--- src/logic/snake_pkg.sv ---
package snake_pkg;

	////////////////////
	// Direction encoding
	////////////////////

	// Up increases y, down decreases it
	typedef enum logic [1:0] {
		DIR_RIGHT = 2'd0,
		DIR_UP    = 2'd1,
		DIR_LEFT  = 2'd2,
		DIR_DOWN  = 2'd3
	} dir_t;

	////////////////////
	// Grid and body sizes
	////////////////////

	// Both powers of two so coordinates wrap for free
	localparam int GRID_W_DEF = 8;
	localparam int GRID_H_DEF = 8;

	// One segment slot per grid cell
	localparam int MAX_LEN_DEF = GRID_W_DEF * GRID_H_DEF;

	localparam int INIT_LEN = 3; // Head plus two body cells

	// Score counter width
	localparam int SCORE_W = 16;

endpackage

--- src/logic/snake_bus_pkg.sv ---
package snake_bus_pkg;

	// Word addresses on the host bus
	localparam logic [2:0] REG_CTRL   = 3'd0;
	localparam logic [2:0] REG_FOOD   = 3'd1;
	localparam logic [2:0] REG_STATUS = 3'd2;
	localparam logic [2:0] REG_HEAD   = 3'd3;
	localparam logic [2:0] REG_LEN    = 3'd4;

	// Status word bits
	localparam int ST_BUSY = 0;
	localparam int ST_OVER = 1;
	localparam int ST_FOOD = 2;

	// Control word fields
	localparam int CTRL_STEP = 0;
	localparam int CTRL_DIR  = 1; // Two bits, 2:1

	// Coordinate words (food and head) and the length word
	localparam int XY_X = 8;
	localparam int XY_Y = 0;
	localparam int LEN_LSB   = 0;
	localparam int SCORE_LSB = 16;

endpackage

--- src/logic/snake_seg_ram.sv ---
`timescale 1ns/10ps

module snake_seg_ram #(
	parameter int DEPTH = 64,
	parameter int WIDTH = 7
) (
	input  logic                     clk,
	input  logic                     we,
	input  logic [$clog2(DEPTH)-1:0] wr_addr,
	input  logic [WIDTH-1:0]         wr_data,
	input  logic [$clog2(DEPTH)-1:0] rd_addr,
	output logic [WIDTH-1:0]         rd_data
);

	logic [WIDTH-1:0] mem [DEPTH];

	// Write port
	always_ff @(posedge clk) begin
		if (we)
			mem[wr_addr] <= wr_data;
	end

	// Registered read, old data on a same address collision
	always_ff @(posedge clk) begin
		rd_data <= mem[rd_addr];
	end

endmodule

--- src/logic/snake_host_regs.sv ---
`timescale 1ns/10ps

module snake_host_regs #(
	parameter int GRID_W = snake_pkg::GRID_W_DEF,
	parameter int GRID_H = snake_pkg::GRID_H_DEF
) (
	input  logic                                   clk,
	input  logic                                   reset,
	input  logic                                   wb_cyc,
	input  logic                                   wb_stb,
	input  logic                                   wb_we,
	input  logic [2:0]                             wb_adr,
	input  logic [31:0]                            wb_dat_w,
	output logic [31:0]                            wb_dat_r,
	output logic                                   wb_ack,
	input  logic                                   busy,
	input  logic                                   game_over,
	input  logic [$clog2(GRID_W)-1:0]              head_x,
	input  logic [$clog2(GRID_H)-1:0]              head_y,
	input  logic [$clog2(GRID_W*GRID_H):0]         length,
	input  logic [snake_pkg::SCORE_W-1:0]          score,
	output snake_pkg::dir_t                        dir,
	output logic                                   step_start,
	output logic [$clog2(GRID_W)-1:0]              food_x,
	output logic [$clog2(GRID_H)-1:0]              food_y,
	output logic                                   food_valid,
	input  logic                                   food_eaten
);

	localparam int XW    = $clog2(GRID_W);
	localparam int YW    = $clog2(GRID_H);
	localparam int LEN_W = $clog2(GRID_W*GRID_H) + 1;

	logic        req;     // New transfer not yet acked
	logic        wr_ctrl;
	logic        wr_food;
	logic [31:0] rd_word;

	assign req     = wb_cyc & wb_stb & ~wb_ack;
	assign wr_ctrl = req & wb_we & (wb_adr == snake_bus_pkg::REG_CTRL);
	assign wr_food = req & wb_we & (wb_adr == snake_bus_pkg::REG_FOOD);

	////////////////////
	// Bus handshake and control
	////////////////////

	always_ff @(posedge clk) begin
		if (reset) begin
			wb_ack     <= 1'b0;
			step_start <= 1'b0;
			dir        <= snake_pkg::DIR_RIGHT;
			food_valid <= 1'b0;
		end else begin
			wb_ack <= req; // Single cycle ack
			// Step only when the walk is idle and the game still runs
			step_start <= wr_ctrl & wb_dat_w[snake_bus_pkg::CTRL_STEP]
				& ~busy & ~game_over;
			if (wr_ctrl)
				dir <= snake_pkg::dir_t'(wb_dat_w[snake_bus_pkg::CTRL_DIR +: 2]);
			if (wr_food)
				food_valid <= 1'b1; // New food wins over an eat
			else if (food_eaten)
				food_valid <= 1'b0;
		end
	end

	// Food position and read data
	always_ff @(posedge clk) begin
		if (wr_food) begin
			food_x <= wb_dat_w[snake_bus_pkg::XY_X +: XW];
			food_y <= wb_dat_w[snake_bus_pkg::XY_Y +: YW];
		end
		if (req)
			wb_dat_r <= rd_word;
	end

	////////////////////
	// Read mux
	////////////////////

	always_comb begin
		rd_word = '0;
		case (wb_adr)
			snake_bus_pkg::REG_CTRL: rd_word[snake_bus_pkg::CTRL_DIR +: 2] = dir;
			snake_bus_pkg::REG_FOOD: begin
				rd_word[snake_bus_pkg::XY_X +: XW] = food_x;
				rd_word[snake_bus_pkg::XY_Y +: YW] = food_y;
			end
			snake_bus_pkg::REG_STATUS: begin
				rd_word[snake_bus_pkg::ST_BUSY] = busy | step_start; // Covers the start gap
				rd_word[snake_bus_pkg::ST_OVER] = game_over;
				rd_word[snake_bus_pkg::ST_FOOD] = food_valid;
			end
			snake_bus_pkg::REG_HEAD: begin
				rd_word[snake_bus_pkg::XY_X +: XW] = head_x;
				rd_word[snake_bus_pkg::XY_Y +: YW] = head_y;
			end
			snake_bus_pkg::REG_LEN: begin
				rd_word[snake_bus_pkg::LEN_LSB +: LEN_W]                = length;
				rd_word[snake_bus_pkg::SCORE_LSB +: snake_pkg::SCORE_W] = score;
			end
			default: rd_word = '0;
		endcase
	end

endmodule

--- src/logic/snake_body.sv ---
`timescale 1ns/10ps

module snake_body #(
	parameter int GRID_W  = snake_pkg::GRID_W_DEF,
	parameter int GRID_H  = snake_pkg::GRID_H_DEF,
	parameter int MAX_LEN = snake_pkg::MAX_LEN_DEF
) (
	input  logic                         clk,
	input  logic                         reset,
	input  logic                         step_start,
	input  snake_pkg::dir_t              dir,
	input  logic [$clog2(MAX_LEN):0]     length,
	output logic [$clog2(GRID_W)-1:0]    head_x,
	output logic [$clog2(GRID_H)-1:0]    head_y,
	output logic [$clog2(GRID_W)-1:0]    tail_x,
	output logic [$clog2(GRID_H)-1:0]    tail_y,
	output logic                         self_col,
	output logic                         step_done,
	output logic                         busy
);

	localparam int XW     = $clog2(GRID_W);
	localparam int YW     = $clog2(GRID_H);
	localparam int ADDR_W = $clog2(MAX_LEN);
	localparam int LEN_W  = ADDR_W + 1;
	localparam int SEG_W  = XW + YW + 1; // {x, y, active}

	localparam logic [XW-1:0]     CENTER_X   = XW'(GRID_W / 2);
	localparam logic [YW-1:0]     CENTER_Y   = YW'(GRID_H / 2);
	localparam logic [SEG_W-1:0]  CENTER_SEG = {CENTER_X, CENTER_Y, 1'b1};
	localparam logic [ADDR_W-1:0] LAST       = ADDR_W'(MAX_LEN - 1);

	logic              init;     // Clearing walk after reset
	logic              walking;
	logic              rd_on;    // Stage 0, address issue
	logic [ADDR_W-1:0] cnt;
	logic              s1_on;    // Stage 1, read data back
	logic [ADDR_W-1:0] s1_idx;
	logic [SEG_W-1:0]  prev_seg; // Entry one below s1_idx
	logic              wr_en;    // Stage 2, write
	logic              wr_last;
	logic [ADDR_W-1:0] wr_addr;
	logic [SEG_W-1:0]  wr_data;
	logic [SEG_W-1:0]  rd_data;
	logic [XW-1:0]     next_x;
	logic [YW-1:0]     next_y;
	logic              seg_active;
	logic [SEG_W-1:0]  new_seg;

	snake_seg_ram #(
		.DEPTH(MAX_LEN),
		.WIDTH(SEG_W)
	) snake_seg_ram_inst (
		.clk    (clk),
		.we     (wr_en),
		.wr_addr(wr_addr),
		.wr_data(wr_data),
		.rd_addr(cnt),
		.rd_data(rd_data)
	);

	assign busy = init | walking;

	////////////////////
	// Next head, wraps at the edges
	////////////////////

	always_comb begin
		next_x = head_x;
		next_y = head_y;
		case (dir)
			snake_pkg::DIR_RIGHT: next_x = head_x + 1'b1;
			snake_pkg::DIR_UP:    next_y = head_y + 1'b1;
			snake_pkg::DIR_LEFT:  next_x = head_x - 1'b1;
			snake_pkg::DIR_DOWN:  next_y = head_y - 1'b1;
			default:              next_x = head_x;
		endcase
	end

	// Slot i takes old entry i-1, slot 0 the new head
	assign seg_active = (LEN_W'(s1_idx) < length) & prev_seg[0];
	assign new_seg = (s1_idx == '0) ? {head_x, head_y, 1'b1}
		: {prev_seg[SEG_W-1 -: XW], prev_seg[YW:1], seg_active};

	////////////////////
	// Walk control
	////////////////////

	always_ff @(posedge clk) begin
		if (reset) begin
			init      <= 1'b1;
			walking   <= 1'b0;
			rd_on     <= 1'b0;
			cnt       <= '0;
			s1_on     <= 1'b0;
			wr_en     <= 1'b0;
			wr_last   <= 1'b0;
			step_done <= 1'b0;
			self_col  <= 1'b0;
			head_x    <= CENTER_X;
			head_y    <= CENTER_Y;
			tail_x    <= CENTER_X;
			tail_y    <= CENTER_Y;
		end else begin
			s1_on     <= rd_on;
			wr_last   <= s1_on & (s1_idx == LAST);
			step_done <= wr_last; // Last write has landed
			if (init) begin
				wr_en <= 1'b1;
				cnt   <= cnt + 1'b1;
				if (cnt == LAST)
					init <= 1'b0;
			end else begin
				wr_en <= s1_on;
				if (step_start && !walking) begin
					walking <= 1'b1;
					rd_on   <= 1'b1;
					cnt     <= '0;
					head_x  <= next_x;
					head_y  <= next_y;
				end else if (rd_on) begin
					cnt <= cnt + 1'b1;
					if (cnt == LAST)
						rd_on <= 1'b0;
				end
				if (step_done)
					walking <= 1'b0;
			end
			// Body segment on the new head
			if (s1_on && s1_idx != '0 && seg_active
				&& prev_seg[SEG_W-1 -: XW] == head_x && prev_seg[YW:1] == head_y)
				self_col <= 1'b1;
			// Highest active slot written ends up as the tail
			if (wr_en && wr_data[0]) begin
				tail_x <= wr_data[SEG_W-1 -: XW];
				tail_y <= wr_data[YW:1];
			end
		end
	end

	// Pipeline payload
	always_ff @(posedge clk) begin
		s1_idx   <= cnt;
		prev_seg <= rd_data;
		if (init) begin
			wr_addr <= cnt;
			wr_data <= (cnt == '0) ? CENTER_SEG : '0;
		end else begin
			wr_addr <= s1_idx;
			wr_data <= new_seg;
		end
	end

endmodule

--- src/logic/snake_food.sv ---
`timescale 1ns/10ps

module snake_food #(
	parameter int GRID_W  = snake_pkg::GRID_W_DEF,
	parameter int GRID_H  = snake_pkg::GRID_H_DEF,
	parameter int MAX_LEN = snake_pkg::MAX_LEN_DEF
) (
	input  logic                          clk,
	input  logic                          reset,
	input  logic                          step_done,
	input  logic [$clog2(GRID_W)-1:0]     head_x,
	input  logic [$clog2(GRID_H)-1:0]     head_y,
	input  logic                          self_col,
	input  logic [$clog2(GRID_W)-1:0]     food_x,
	input  logic [$clog2(GRID_H)-1:0]     food_y,
	input  logic                          food_valid,
	output logic                          food_eaten,
	output logic [$clog2(MAX_LEN):0]      length,
	output logic [snake_pkg::SCORE_W-1:0] score,
	output logic                          game_over
);

	localparam int LEN_W = $clog2(MAX_LEN) + 1;

	logic hit;

	assign hit = food_valid & (head_x == food_x) & (head_y == food_y);

	////////////////////
	// Length, score and end of game
	////////////////////

	always_ff @(posedge clk) begin
		if (reset) begin
			food_eaten <= 1'b0;
			length     <= LEN_W'(snake_pkg::INIT_LEN);
			score      <= '0;
			game_over  <= 1'b0;
		end else begin
			food_eaten <= 1'b0;
			if (step_done) begin
				if (self_col)
					game_over <= 1'b1; // Sticky until reset
				if (hit) begin
					food_eaten <= 1'b1;
					score      <= score + 1'b1;
					// Growth shows up in the next walk
					if (length != LEN_W'(MAX_LEN))
						length <= length + 1'b1;
				end
			end
		end
	end

endmodule

--- src/logic/snake_game.sv ---
`timescale 1ns/10ps

module snake_game #(
	parameter int GRID_W  = snake_pkg::GRID_W_DEF,
	parameter int GRID_H  = snake_pkg::GRID_H_DEF,
	parameter int MAX_LEN = snake_pkg::MAX_LEN_DEF
) (
	input  logic        clk,
	input  logic        reset,
	input  logic        wb_cyc,
	input  logic        wb_stb,
	input  logic        wb_we,
	input  logic [2:0]  wb_adr,
	input  logic [31:0] wb_dat_w,
	output logic [31:0] wb_dat_r,
	output logic        wb_ack
);

	logic                          busy;
	logic                          game_over;
	logic                          step_start;
	logic                          step_done;
	logic                          self_col;
	snake_pkg::dir_t               dir;
	logic [$clog2(GRID_W)-1:0]     head_x;
	logic [$clog2(GRID_H)-1:0]     head_y;
	logic [$clog2(GRID_W)-1:0]     food_x;
	logic [$clog2(GRID_H)-1:0]     food_y;
	logic                          food_valid;
	logic                          food_eaten;
	logic [$clog2(MAX_LEN):0]      length;
	logic [snake_pkg::SCORE_W-1:0] score;

	////////////////////
	// Host side
	////////////////////

	snake_host_regs #(
		.GRID_W(GRID_W),
		.GRID_H(GRID_H)
	) snake_host_regs_inst (
		.clk       (clk),
		.reset     (reset),
		.wb_cyc    (wb_cyc),
		.wb_stb    (wb_stb),
		.wb_we     (wb_we),
		.wb_adr    (wb_adr),
		.wb_dat_w  (wb_dat_w),
		.wb_dat_r  (wb_dat_r),
		.wb_ack    (wb_ack),
		.busy      (busy),
		.game_over (game_over),
		.head_x    (head_x),
		.head_y    (head_y),
		.length    (length),
		.score     (score),
		.dir       (dir),
		.step_start(step_start),
		.food_x    (food_x),
		.food_y    (food_y),
		.food_valid(food_valid),
		.food_eaten(food_eaten)
	);

	////////////////////
	// Game stages
	////////////////////

	snake_body #(
		.GRID_W (GRID_W),
		.GRID_H (GRID_H),
		.MAX_LEN(MAX_LEN)
	) snake_body_inst (
		.clk       (clk),
		.reset     (reset),
		.step_start(step_start),
		.dir       (dir),
		.length    (length),
		.head_x    (head_x),
		.head_y    (head_y),
		.tail_x    (),         // Not needed without a renderer
		.tail_y    (),
		.self_col  (self_col),
		.step_done (step_done),
		.busy      (busy)
	);

	snake_food #(
		.GRID_W (GRID_W),
		.GRID_H (GRID_H),
		.MAX_LEN(MAX_LEN)
	) snake_food_inst (
		.clk       (clk),
		.reset     (reset),
		.step_done (step_done),
		.head_x    (head_x),
		.head_y    (head_y),
		.self_col  (self_col),
		.food_x    (food_x),
		.food_y    (food_y),
		.food_valid(food_valid),
		.food_eaten(food_eaten),
		.length    (length),
		.score     (score),
		.game_over (game_over)
	);

endmodule

--- config.mk ---
export PLATFORM = sky130hd
export DESIGN_NAME = snake_game
export DESIGN_NICKNAME = d
export VERILOG_FILES = /design/src/logic/snake_pkg.sv /design/src/logic/snake_bus_pkg.sv /design/src/logic/snake_seg_ram.sv /design/src/logic/snake_host_regs.sv /design/src/logic/snake_body.sv /design/src/logic/snake_food.sv /design/src/logic/snake_game.sv
export SDC_FILE = /design/constraint.sdc
export NUM_CORES = 1
export LEC_CHECK = 0
export BUFFER_PORTS_ARGS = -buffer_cell sky130_fd_sc_hd__buf_2
export CAP_MARGIN = 10
export CORE_ASPECT_RATIO = 0.9
export CORE_MARGIN = 2
export CORE_UTILIZATION = 45
export CTS_CLUSTER_DIAMETER = 80
export DETAILED_ROUTE_END_ITERATION = 12
export REMOVE_ABC_BUFFERS = 1
export SYNTH_ARGS = -nofsm -noshare
export SYNTH_HDL_FRONTEND = slang
export SYNTH_HIERARCHICAL = 1
export SYNTH_SLANG_ARGS = --single-unit
--- constraint.sdc ---
create_clock -name clk -period 6 [get_ports clk]
set_input_delay 0.6 -clock clk [delete_from_list [all_inputs] [get_ports clk]]
set_output_delay 0.6 -clock clk [all_outputs]
set_load 0.02 [all_outputs]
# ---- After elaboration in Yosys (flattened, before gate mapping)
# Memories as Yosys holds them, arrays and structs flattened. A register that Yosys moved wholly into a read port is not among the register bits.
# Index checks and enable logic that the tools add are counted.
# W data, S select, Z words.
dict set report totals {
  register_bits 108
  latchBits 0
  mem_bits_rw 448
  rom_bits 0
  in_bits 40
  out_inout_bits 33
  wordCells 116
  n_memories 1
}
# memory depth width rd rd_clocked_by_memory_dff write_ports line
set mem_list {}
lappend mem_list {snake_body_inst.snake_seg_ram_inst.mem 64 7 1 1 1 snake_seg_ram.sv:15} ;# logic [WIDTH-1:0] mem [DEPTH];
dict set report classes {
  n_addsub 7
  multipliers 0
  n_div 0
  magnitude_cmp 1
  n_eq_ne 14
  n_shift 0
  mux 24
  bitwise 19
  reduce_logical 23
}
# operator count
set op_table {}
lappend op_table {{$mux W6} 4}
lappend op_table {{$mux W7} 3}
lappend op_table {{$pmux W3 S2} 3}
lappend op_table {{$add A16 B1 Y16 const B} 1}
lappend op_table {{$and A1 B1 Y1} 12}
lappend op_table {{$eq A3 B3 Y1} 4}
lappend op_table {{$eq A6 B6 Y1 const B} 2}
lappend op_table {{$logic_not A6 Y1} 2}
lappend op_table {{$mux W1} 12}
lappend op_table {{$pmux W2 S5} 1}
lappend op_table {{$reduce_and A3 Y1} 3}
lappend op_table {{$reduce_bool A2 Y1} 4}
lappend op_table {{$add A7 B1 Y7 const B} 1}
lappend op_table {{$lt A6 B7 Y1} 1}
lappend op_table {{$ne A7 B7 Y1 const B} 1}
lappend op_table {{$add A3 B1 Y3 const B} 2}
lappend op_table {{$add A6 B1 Y6 const B} 1}
lappend op_table {{$eq A3 B2 Y1 const B} 2}
lappend op_table {{$reduce_and A2 Y1} 3}
lappend op_table {{$reduce_bool A6 Y1} 1}
lappend op_table {{$sub A3 B1 Y3 const B} 2}
lappend op_table {{$logic_and A1 B1 Y1} 5}
lappend op_table {{$not A1 Y1} 5}
lappend op_table {{$eq A2 B2 Y1 const B} 2}
lappend op_table {{other kinds (10)} 11}

# ---- Logic depth before layout (Yosys ltp)
# Gate-level depths: netlist of the first run.
dict set report depth {
  word_depth 7
  mapped_depth 7
}

# ---- Cells and area by module
# Netlist of the first run, hierarchy kept.
# module n_inst cells_each area_each_um2 seq_area_each_um2
set modules_own_cells {}
lappend modules_own_cells {snake_seg_ram 1 827 17635.7 13593.0}
lappend modules_own_cells {snake_body 1 204 2042.0 1041.0}
lappend modules_own_cells {snake_host_regs 1 110 1585.3 1061.0}
lappend modules_own_cells {snake_food 1 145 1261.2 500.5}

# ---- Worst setup path after synthesis of the first run
# OpenSTA, ideal clock, no wires.
dict set report synth_path {
  kind {input -> register}
  from {input port wb_cyc}
  to {register snake_host_regs_inst.wb_dat_r[0] (enable)}
  setup_time_ns 0.409
  arrival_time_ns 1.769
  path_slack_ns 3.822
  stages 2
  path_buffers 0
  cell_sequence {nand2_1 > nor2_1}
}
dict set report synth_via {
  elab_chain_len 2
}
# element line
set synth_rtl {}
lappend synth_rtl {{from (decl)} snake_game.sv:10} ;# input logic wb_cyc,
lappend synth_rtl {{$and A1 B1 Y1 (2 in series)} snake_host_regs.sv:39} ;# assign req = wb_cyc & wb_stb & ~wb_ack;
lappend synth_rtl {{net snake_host_regs_inst.req} snake_host_regs.sv:34} ;# logic req;
lappend synth_rtl {{to (signal assigned)} snake_host_regs.sv:74} ;# wb_dat_r <= rd_word;
lappend synth_rtl {{to (decl)} snake_host_regs.sv:14} ;# output logic [31:0] wb_dat_r,
# The timed path passes the listed nets, and every way through them passes these cells.
# A chain may end at the register's enable or synchronous reset.

==> flow_metrics.env, run 1 <==
export IMPL_status="completed"
export IMPL_final_period_utilization_pct=47.7
export IMPL_internal_cell_power_uw=6440
export IMPL_power_sequential_fraction_pct=53.3
export IMPL_power_switching_fraction_pct=21.7
export IMPL_clock_sinks=563
export IMPL_power_frac_clock_pct=41.7
export IMPL_grt_max_degree=65
export IMPL_setup_viol=0
export IMPL_dieWidth_um=239
export IMPL_die_footprint_sq_um=51400
export IMPL_drt_first_iter_violations=1119
export IMPL_remaining_drc_errors=0
export IMPL_ys_warnings_count=6
export IMPL_cts_setup_buffers=0
export IMPL_dieHeight_um=215
export IMPL_global_route_wire_length_before_repair_mm=70.9
export IMPL_globalRouteOverflowTotal=0
export IMPL_syn_area_per_cell_sq_um=17.7
export IMPL_worst_hold_check_path_type="input pin to flop"
export IMPL_grt_total_usage_pct=18.5
export IMPL_endpoint_kind="flop"
export IMPL_layout_cells_most_common_list="edfxtp_1, mux4_2, nor2_1"
export IMPL_fin_skew_ns=0.0322
export IMPL_htree_num_levels=2
export IMPL_multi_input_comb_area_sq_um=5750
export IMPL_max_cap_viol_count=0
export IMPL_post_drt_via_cell_ratio=5.71
export IMPL_worst_path_max_fanout=37
export IMPL_place_gp_congestion=0.795
export IMPL_clock_tree_root_cell="clkbuf_16"
export IMPL_numPortBuffers=40
export IMPL_vdd_drop_max_v=0.000252
export IMPL_clkLatencyLatePin_ns=0.62
export IMPL_rows=77
export IMPL_syn_to_final_growth_pct=11.6
export IMPL_crit_path_start_kind="flop"
export IMPL_required_ns=6.50
export IMPL_antenna_diode_count=0
export IMPL_register_area_sq_um=16100
export IMPL_maxClockFrequency_mhz=349
export IMPL_rsz0062_at_grt="false"
export IMPL_ios=73
export IMPL_drt_antenna_violating_nets=0
export IMPL_dr_pass1_iters=5
export IMPL_timing_worst_slew_pin_value_ns=1.26
export IMPL_power_density_nw_per_um2=331
export IMPL_via_count_of_the_first_global_routing_pass=11276
export IMPL_syn_inst=1263
export IMPL_cts_resizes=0
export IMPL_dr_total_vias=11362
export IMPL_area_of_the_core_sq_um=49000
export IMPL_leakagePower_uw=0.00779
export IMPL_ctsHoldBuffers=0
export IMPL_timing_critical_path_arrival_ns=3.37
export IMPL_cts_max_path_buffers=3
export IMPL_wirelength_mm=47.1
export IMPL_worst_slew_margin_rel_pct=16.0
export IMPL_antenna_found_initial=0
export IMPL_layout_nets=1364
export IMPL_report_final_slew_viol_count=0
export IMPL_pwr_share_comb_pct=4.9
export IMPL_layout_cells_most_common="edfxtp_1"
export IMPL_setup_tns_final_ns=0
export IMPL_drive_above_1_share_pct=22.0
export IMPL_p_switching_uw=1790
export IMPL_mappedNetlistArea_sq_um=22300
export IMPL_placed_area_sq_um=23000
export IMPL_worst_setup_path_type="flop to flop"
export IMPL_fin_area_sq_um=24900
export IMPL_dp_final_hpwl_mm=27.8
export IMPL_tritoncts="yes"
export IMPL_clk_pin_slew_worst_paths_ns=0.06
export IMPL_wl_per_cell_um=23.6
export IMPL_finalHoldViolations=0
export IMPL_min_period_ns=2.86
export IMPL_tritoncts_buffer_count=55
export IMPL_layout_filler_cells=3992
export IMPL_initial_core_util_pct=45.5
per-stage QoR:
| step | hold WS, ns | power [uW] | utilization (%) | instances | setup slack [ns] |
|---|---|---|---|---|---|
| final | 0.176 | 8230 | 50.8 | 1990 | 3.14 |
| after global routing | 0.151 | 8490 | 50.8 | 1990 | 2.97 |
| after CTS | 0.143 | 8320 | 50.7 | 1988 | 3.03 |
| after detailed placement | 0.312 | 4890 | 47.0 | 1885 | 3.05 |
| after global placement | 0.313 | 4880 | 47.0 | 1885 | 3.06 |
| after floorplan | 0.310 | 4740 | - | 1200 | 0.339 |
path summary, 6_finish.rpt:
kind | startpoint | to | slack [ns] | cells after the start
setup / recovery | snake_body_inst/cnt[0] | snake_body_inst/snake_seg_ram_inst/rd_data[0] | 3.14 | 5
hold / removal | wb_dat_w[9] | snake_host_regs_inst/food_x[1] | 0.18 | 1
setup reg to reg | snake_body_inst/cnt[0] | snake_body_inst/snake_seg_ram_inst/rd_data[0] | 3.14 | 5
hold reg to reg | snake_body_inst/snake_seg_ram_inst/rd_data[5] | snake_body_inst/prev_seg[5] | 0.33 | 0
power by group through the flow:
stage | sequential [uW] | clock, uW | combinational, uW
finish | 4390 | 3430 | 406
global route | 4400 | 3650 | 439
CTS | 4390 | 3520 | 412
global placement | 4470 | 0 | 407
floorplan | 4500 | 0 | 237
detailed placement | 4480 | 0 | 411
area by class of cell:
cell class              instances  share of cell area [%]
flip-flops and latches        563                    64.6
clock buffers                  72                    6.11
inverters                      28                   0.422
clock inverters                31                    1.19
repair buffers                 55                    1.38
well taps                     632                    3.18
multi-input cells             609                    23.1
sequential cells by signal, indices dropped and copies added, names as in the netlist, 3 cells and up:
name	flops
snake_body_inst/prev_seg	7
snake_body_inst/snake_seg_ram_inst/mem	448
snake_body_inst/head_y	3
snake_body_inst/wr_addr	6
snake_body_inst/cnt	6
snake_body_inst/snake_seg_ram_inst/rd_data	7
snake_food_inst/length	7
snake_host_regs_inst/food_y	3
snake_body_inst/wr_data	7
snake_food_inst/score	16
snake_body_inst/s1_idx	6
snake_body_inst/head_x	3
snake_host_regs_inst/wb_dat_r	26
snake_host_regs_inst/food_x	3
per-layer routing:
metal,share of wire [%],GRT usage (%)
met1,45,27.0
met2,46,28.3
met3,6.4,3.16
met4,2.8,6.38
met5,0,0
critical path: stages (launching register included):
cell and delay (ns):
dfxtp_4 0.83, buf_4 0.47, mux4_2 0.56, a22oi_1 0.37, a41oi_1 0.25, a41o_1 0.26
Power figures use the tool's default switching activity.
==> inputs of run 2 (changes only) <==
- ABC_AREA: default -> 1
- clock period: 6 -> 2.8 ns (I/O delays scaled with it)
==> run 2 against run 1 <==
  * Count of clock-buffer cells in the layout rose by 6
  * Worst hold slack got worse by 0.070 ns
  * Flip-flop and latch count did not move
  * Sequential power rose by 110%
  * Utilization rose by 1.1 points
  * Synthesized cell count rose by 77%
  * Cell area rose by 8.2%
  * Non-clock buffer count rose by 109
  * Total power rose by 120%
  * Register-to-register slack got worse by 2.4 ns
  * Worst setup slack got worse by 2.4 ns
  * Critical path type unchanged
  * Clock power rose by 110%
==> flow_metrics.env, run 2 <==
export IMPL_place_gp_congestion=0.857
export IMPL_numPortBuffers=40
export IMPL_layout_cells_most_common="nand2_1"
export IMPL_worst_hold_check_path_type="input pin to flop"
export IMPL_clkLatencyLatePin_ns=0.61
export IMPL_worst_slew_margin_rel_pct=41.8
export IMPL_layout_cells_most_common_list="nand2_1, edfxtp_1, nand3_1"
export IMPL_final_period_utilization_pct=74.5
export IMPL_regToRegEndpoint="snake_body_inst/snake_seg_ram_inst/mem[58][6]"
export IMPL_wl_per_cell_um=18.3
export IMPL_layout_filler_cells=4616
export IMPL_cts_max_path_buffers=3
export IMPL_cts_setup_buffers=0
export IMPL_drt_antenna_violating_nets=0
export IMPL_placed_area_sq_um=25100
export IMPL_rows=79
export IMPL_ys_warnings_count=6
export IMPL_finalHoldViolations=0
export IMPL_r2r_slack_ns=0.72
export IMPL_layout_nets=2404
export IMPL_dr_pass1_iters=5
export IMPL_timing_critical_path_arrival_ns=2.40
export IMPL_global_route_wire_length_before_repair_mm=88.3
export IMPL_antenna_diode_count=0
export IMPL_min_period_ns=2.08
export IMPL_syn_inst=2241
export IMPL_cp_endpoint="snake_body_inst/snake_seg_ram_inst/mem[58][6]"
export IMPL_endpoint_kind="flop"
export IMPL_report_final_slew_viol_count=0
export IMPL_vdd_drop_max_v=0.000528
export IMPL_dieHeight_um=222
export IMPL_utilization_pct=51.9
export IMPL_hold_slack_final_ns=0.106
export IMPL_setup_viol=0
export IMPL_clock_tree_root_cell="clkbuf_16"
export IMPL_post_drt_via_cell_ratio=5.25
export IMPL_power_density_nw_per_um2=659
export IMPL_critical_path_max_stage_delay_ns=0.48
export IMPL_ios=73
export IMPL_htree_num_levels=2
export IMPL_leakagePower_uw=0.00982
export IMPL_final_cell_count_no_fill=3083
export IMPL_rsz0062_at_grt="false"
export IMPL_syn_area_per_cell_sq_um=10.6
export IMPL_remaining_drc_errors=0
export IMPL_maxClockFrequency_mhz=480
export IMPL_antenna_found_initial=1
export IMPL_critical_path_slowest_cell="nand4_1"
export IMPL_tritoncts="yes"
export IMPL_mappedNetlistArea_sq_um=23700
export IMPL_ctsHoldBuffers=9
export IMPL_largest_register_ffs=448
export IMPL_drive_above_1_share_pct=12.1
export IMPL_worst_path_max_fanout=9
export IMPL_globalRouteOverflowTotal=0
export IMPL_cts_resizes=0
export IMPL_worstRegToRegCells=5
export IMPL_setup_worst_path_start="snake_body_inst/wr_addr[0]"
export IMPL_dp_final_hpwl_mm=34.2
export IMPL_regMostFlops="snake_body_inst/snake_seg_ram_inst/mem"
export IMPL_biggestRegsByFlops="snake_body_inst/snake_seg_ram_inst/mem (448), snake_host_regs_inst/wb_dat_r (26), snake_food_inst/score (16)"
export IMPL_grt_total_usage_pct=20.8
export IMPL_wirelength_mm=56.5
export IMPL_status="completed"
export IMPL_required_ns=3.11
export IMPL_fin_skew_ns=0.0243
export IMPL_timing_critical_path_buf_inv=3
export IMPL_crit_path_start_kind="flop"
export IMPL_drt_first_iter_violations=1589
export IMPL_clk_pin_slew_worst_paths_ns=0.06
export IMPL_via_count_of_the_first_global_routing_pass=15579
export IMPL_die_footprint_sq_um=54500
export IMPL_cpLargestDelayFamily="buffers and inverters"
export IMPL_dieWidth_um=246
export IMPL_max_cap_viol_count=0
export IMPL_area_of_the_core_sq_um=51900
export IMPL_tritoncts_buffer_count=56
export IMPL_dr_total_vias=16187
export IMPL_grt_max_degree=138
export IMPL_syn_to_final_growth_pct=13.6
export IMPL_clock_sinks=563
export IMPL_critical_path_depth=5
export IMPL_origin_of_the_critical_flop_to_flop_path="snake_body_inst/wr_addr[0]"
export IMPL_initial_core_util_pct=45.7
export IMPL_crit_chain="inv_1 -> nand4_1 -> buf_4 -> nor2_1 -> buf_4"
export IMPL_fin_area_sq_um=26900
export IMPL_worst_setup_path_type="flop to flop"
export IMPL_crit_path_frequent_cell="buf_4"
export IMPL_placed_cells=2973
export IMPL_timing_worst_slew_pin_value_ns=0.872
run 2: how the worst min path moves through the flow:
stage,from,to,slack [ns],cells past startpoint
5_1_grt,wb_adr[0],snake_host_regs_inst/step_start,0.10,4
3_5_place_dp,snake_body_inst/snake_seg_ram_inst/rd_data[1],snake_body_inst/prev_seg[1],0.31,0
6_report,wb_adr[0],snake_host_regs_inst/step_start,0.11,4
2_1_floorplan,snake_body_inst/snake_seg_ram_inst/rd_data[0],snake_body_inst/prev_seg[0],0.31,0
4_1_cts,wb_adr[0],snake_host_regs_inst/step_start,0.07,4
3_3_place_gp,snake_body_inst/snake_seg_ram_inst/rd_data[1],snake_body_inst/prev_seg[1],0.32,0
run 2: power by group:
| part | switching, uW | internal, uW | leakage [uW] |
|---|---|---|---|
| combinational | 922 | 380 | 0.00445 |
| sequential | 141 | 9220 | 0.00454 |
| clock | 3060 | 4020 | 0.000828 |
| total | 4130 | 13600 | 0.00982 |
run 2: final cells by class:
class	instances	area, sq um	share of cell area, %
Tap cell	688	861	3.20
Clock buffer	78	1510	5.62
Multi-Input combinational cell	1448	6520	24.2
Inverter	119	458	1.70
Clock inverter	23	190	0.706
Sequential cell	563	16100	59.8
Timing Repair Buffer	164	1290	4.79
run 2: metrics by stage:
step | setup WS [ns] | total power (uW) | TNS [ns]
2_1_floorplan | -4.24 | 10300 | -54.25
3_3_place_gp | 0.753 | 10800 | 0
3_5_place_dp | 0.756 | 10800 | 0
4_1_cts | 0.747 | 17900 | 0
5_1_grt | 0.652 | 18400 | 0
6_report | 0.715 | 17800 | 0
run 2: layer usage:
metal,global-route usage (%),vias up,wire length (um)
met5,0,-,0
met4,6.33,0,1390
met3,3.00,86,3320
met2,33.3,418,26200
met1,29.5,7812,25600
li1,-,7871,-
run 2: worst reg2reg max path, delay by kind of cell (launching register included):
| family | cells | cell delay (ns) |
|---|---|---|
| buffers and inverters | 3 | 0.77 |
| AND/OR/NAND/NOR | 2 | 0.62 |
| flip-flops | 1 | 0.40 |
==> inputs of run 3 (changes only) <==
- clock period: 2.8 -> 1.95 ns (I/O delays scaled with it)
==> run 3 against run 2 <==
  * The flow now finishes with violations (setup timing)
  * Clock power rose by 48%
  * Register-to-register slack got worse by 0.74 ns
  * Final cell count rose by 0.55%
  * Count of clock-buffer cells in the layout rose by 4
  * Via count rose by 0.22%
  * Sequential share of layout area fell by 0.76 points
  * Combinational power rose by 60%
  * Sequential power rose by 42%
==> flow_metrics.env, run 3 (same netlist as run 2, synthesis figures left out) <==
export IMPL_die_footprint_sq_um=54500
export IMPL_dp_final_hpwl_mm=34.4
export IMPL_remaining_drc_errors=0
export IMPL_wirelength_mm=57.2
export IMPL_post_drt_via_cell_ratio=5.23
export IMPL_cpLargestDelayFamily="buffers and inverters"
export IMPL_drt_first_iter_violations=1393
export IMPL_failed_checks="setup timing"
export IMPL_report_final_slew_viol_count=0
export IMPL_dr_total_vias=16223
export IMPL_multi_input_comb_area_sq_um=6530
export IMPL_max_cap_viol_count=0
export IMPL_worst_slew_margin_rel_pct=59.8
export IMPL_rows=79
export IMPL_drive_above_1_share_pct=12.9
export IMPL_final_period_utilization_pct=101
export IMPL_rsz0062_at_grt="false"
export IMPL_dieHeight_um=222
export IMPL_layout_cells_most_common="nand2_1"
export IMPL_endpoint_kind="flop"
export IMPL_origin_of_the_critical_flop_to_flop_path="snake_body_inst/wr_addr[2]"
export IMPL_critical_path_slowest_cell="dfxtp_1"
export IMPL_power_uw=25900
export IMPL_crit_chain="inv_1 -> nand4_1 -> buf_4 -> nor2_1 -> buf_4"
export IMPL_clock_sinks=563
export IMPL_layout_nets=2416
export IMPL_timing_critical_path_arrival_ns=2.28
export IMPL_grt_max_degree=65
export IMPL_crit_path_frequent_cell="buf_4"
export IMPL_maxClockFrequency_mhz=506
export IMPL_globalRouteOverflowTotal=0
export IMPL_dr_pass1_iters=6
export IMPL_global_route_wire_length_before_repair_mm=89.0
export IMPL_worst_hold_path_startpoint="reset"
export IMPL_clkLatencyLatePin_ns=0.62
export IMPL_via_count_of_the_first_global_routing_pass=15661
export IMPL_vdd_drop_max_v=0.000663
export IMPL_tritoncts="yes"
export IMPL_antenna_diode_count=0
export IMPL_finalHoldViolations=0
export IMPL_worst_slack_ns=-0.0244
export IMPL_power_density_nw_per_um2=951
export IMPL_setup_worst_path_start="snake_body_inst/wr_addr[2]"
export IMPL_worst_path_max_fanout=9
export IMPL_wl_per_cell_um=18.4
export IMPL_crit_path_start_kind="flop"
export IMPL_fin_area_sq_um=27300
export IMPL_dieWidth_um=246
export IMPL_critical_path_max_stage_delay_ns=0.43
export IMPL_worst_hold_check_path_type="input pin to flop"
export IMPL_numPortBuffers=40
export IMPL_grt_total_usage_pct=21.1
export IMPL_placed_area_sq_um=25400
export IMPL_area_of_the_core_sq_um=51900
export IMPL_tritoncts_buffer_count=57
export IMPL_antenna_found_initial=0
export IMPL_min_period_ns=1.97
export IMPL_drt_antenna_violating_nets=0
export IMPL_required_ns=2.26
export IMPL_timing_critical_path_buf_inv=3
export IMPL_clk_pin_slew_worst_paths_ns=0.06
export IMPL_regMostFlops="snake_body_inst/snake_seg_ram_inst/mem"
export IMPL_htree_num_levels=2
export IMPL_initial_core_util_pct=45.7
export IMPL_biggestRegsByFlops="snake_body_inst/snake_seg_ram_inst/mem (448), snake_host_regs_inst/wb_dat_r (26), snake_food_inst/score (16)"
export IMPL_worst_setup_path_type="flop to flop"
export IMPL_ios=73
export IMPL_largest_register_ffs=448
export IMPL_leakagePower_uw=0.00998
export IMPL_syn_to_final_growth_pct=15.1
export IMPL_cts_max_path_buffers=3
export IMPL_fin_skew_ns=0.0190
export IMPL_clock_tree_root_cell="clkbuf_16"
export IMPL_setup_viol=7
export IMPL_place_gp_congestion=0.855
export IMPL_timing_worst_slew_pin_value_ns=0.603
export IMPL_status="finished with violations"
export IMPL_layout_filler_cells=4495
export IMPL_layout_cells_most_common_list="nand2_1, edfxtp_1, nand3_1"
export IMPL_register_area_sq_um=16100
[run 3: layout make-up]
type	count	share of cell area [%]
clock inverter	25	0.651
multi-input combinational	1448	23.9
timing repair buffer	175	5.60
inverter	119	1.68
clock buffer	82	5.98
tap	688	3.16
sequential	563	59.0
[run 3: worst paths after layout]
check	endpoint	slack (ns)	cells after the start
worst max-delay path	snake_body_inst/snake_seg_ram_inst/mem[41][3]	-0.02	5
worst max register to register	snake_body_inst/snake_seg_ram_inst/mem[41][3]	-0.02	5
worst min register to register	snake_body_inst/prev_seg[6]	0.32	0
worst min-delay path	snake_body_inst/step_done	0.04	2
[run 3: worst reg2reg max path, cell delays in order (launching register included)]
cell and delay [ns]:
dfxtp_1 0.43, inv_1 0.26, nand4_1 0.29, buf_4 0.24, nor2_1 0.23, buf_4 0.23
[run 3: per-layer routing]
layer  up-vias  wire length [um]  GRT usage [%]
li1       7887                 -              -
met1      7768             25100           29.2
met2       475             26500           33.3
met3        93              4320           5.10
met4         0              1340           5.83
met5         -                 0              0
[run 3: stage by stage]
stage                     setup slack [ns]  setup TNS [ns]  utilization (%)  cells  hold slack [ns]
after detailed placement             0.157               0             48.9   2982            0.315
after floorplan                      -5.09          -72.58                -   2130            0.257
after global routing               0.00868               0             52.6   3100           0.0693
after global placement               0.154               0             48.9   2982            0.317
final                              -0.0244          -0.168             52.6   3100           0.0370
after CTS                            0.125               0             52.6   3100          0.00544
[run 3: report_power, final]
group	switching, uW	internal, uW	total [uW]
clock	4470	6060	10500
sequential	81.6	13200	13300
combinational	1460	619	2080
[run 3: repair_timing]
item / 4_1_cts / 5_1_grt
hold endpoints to repair: 11 / 0
buffers inserted: 0 / 0
resized for setup: 0 / 1
hold buffers: 11 / 0
endpoints found under the setup margin: 0 / 1
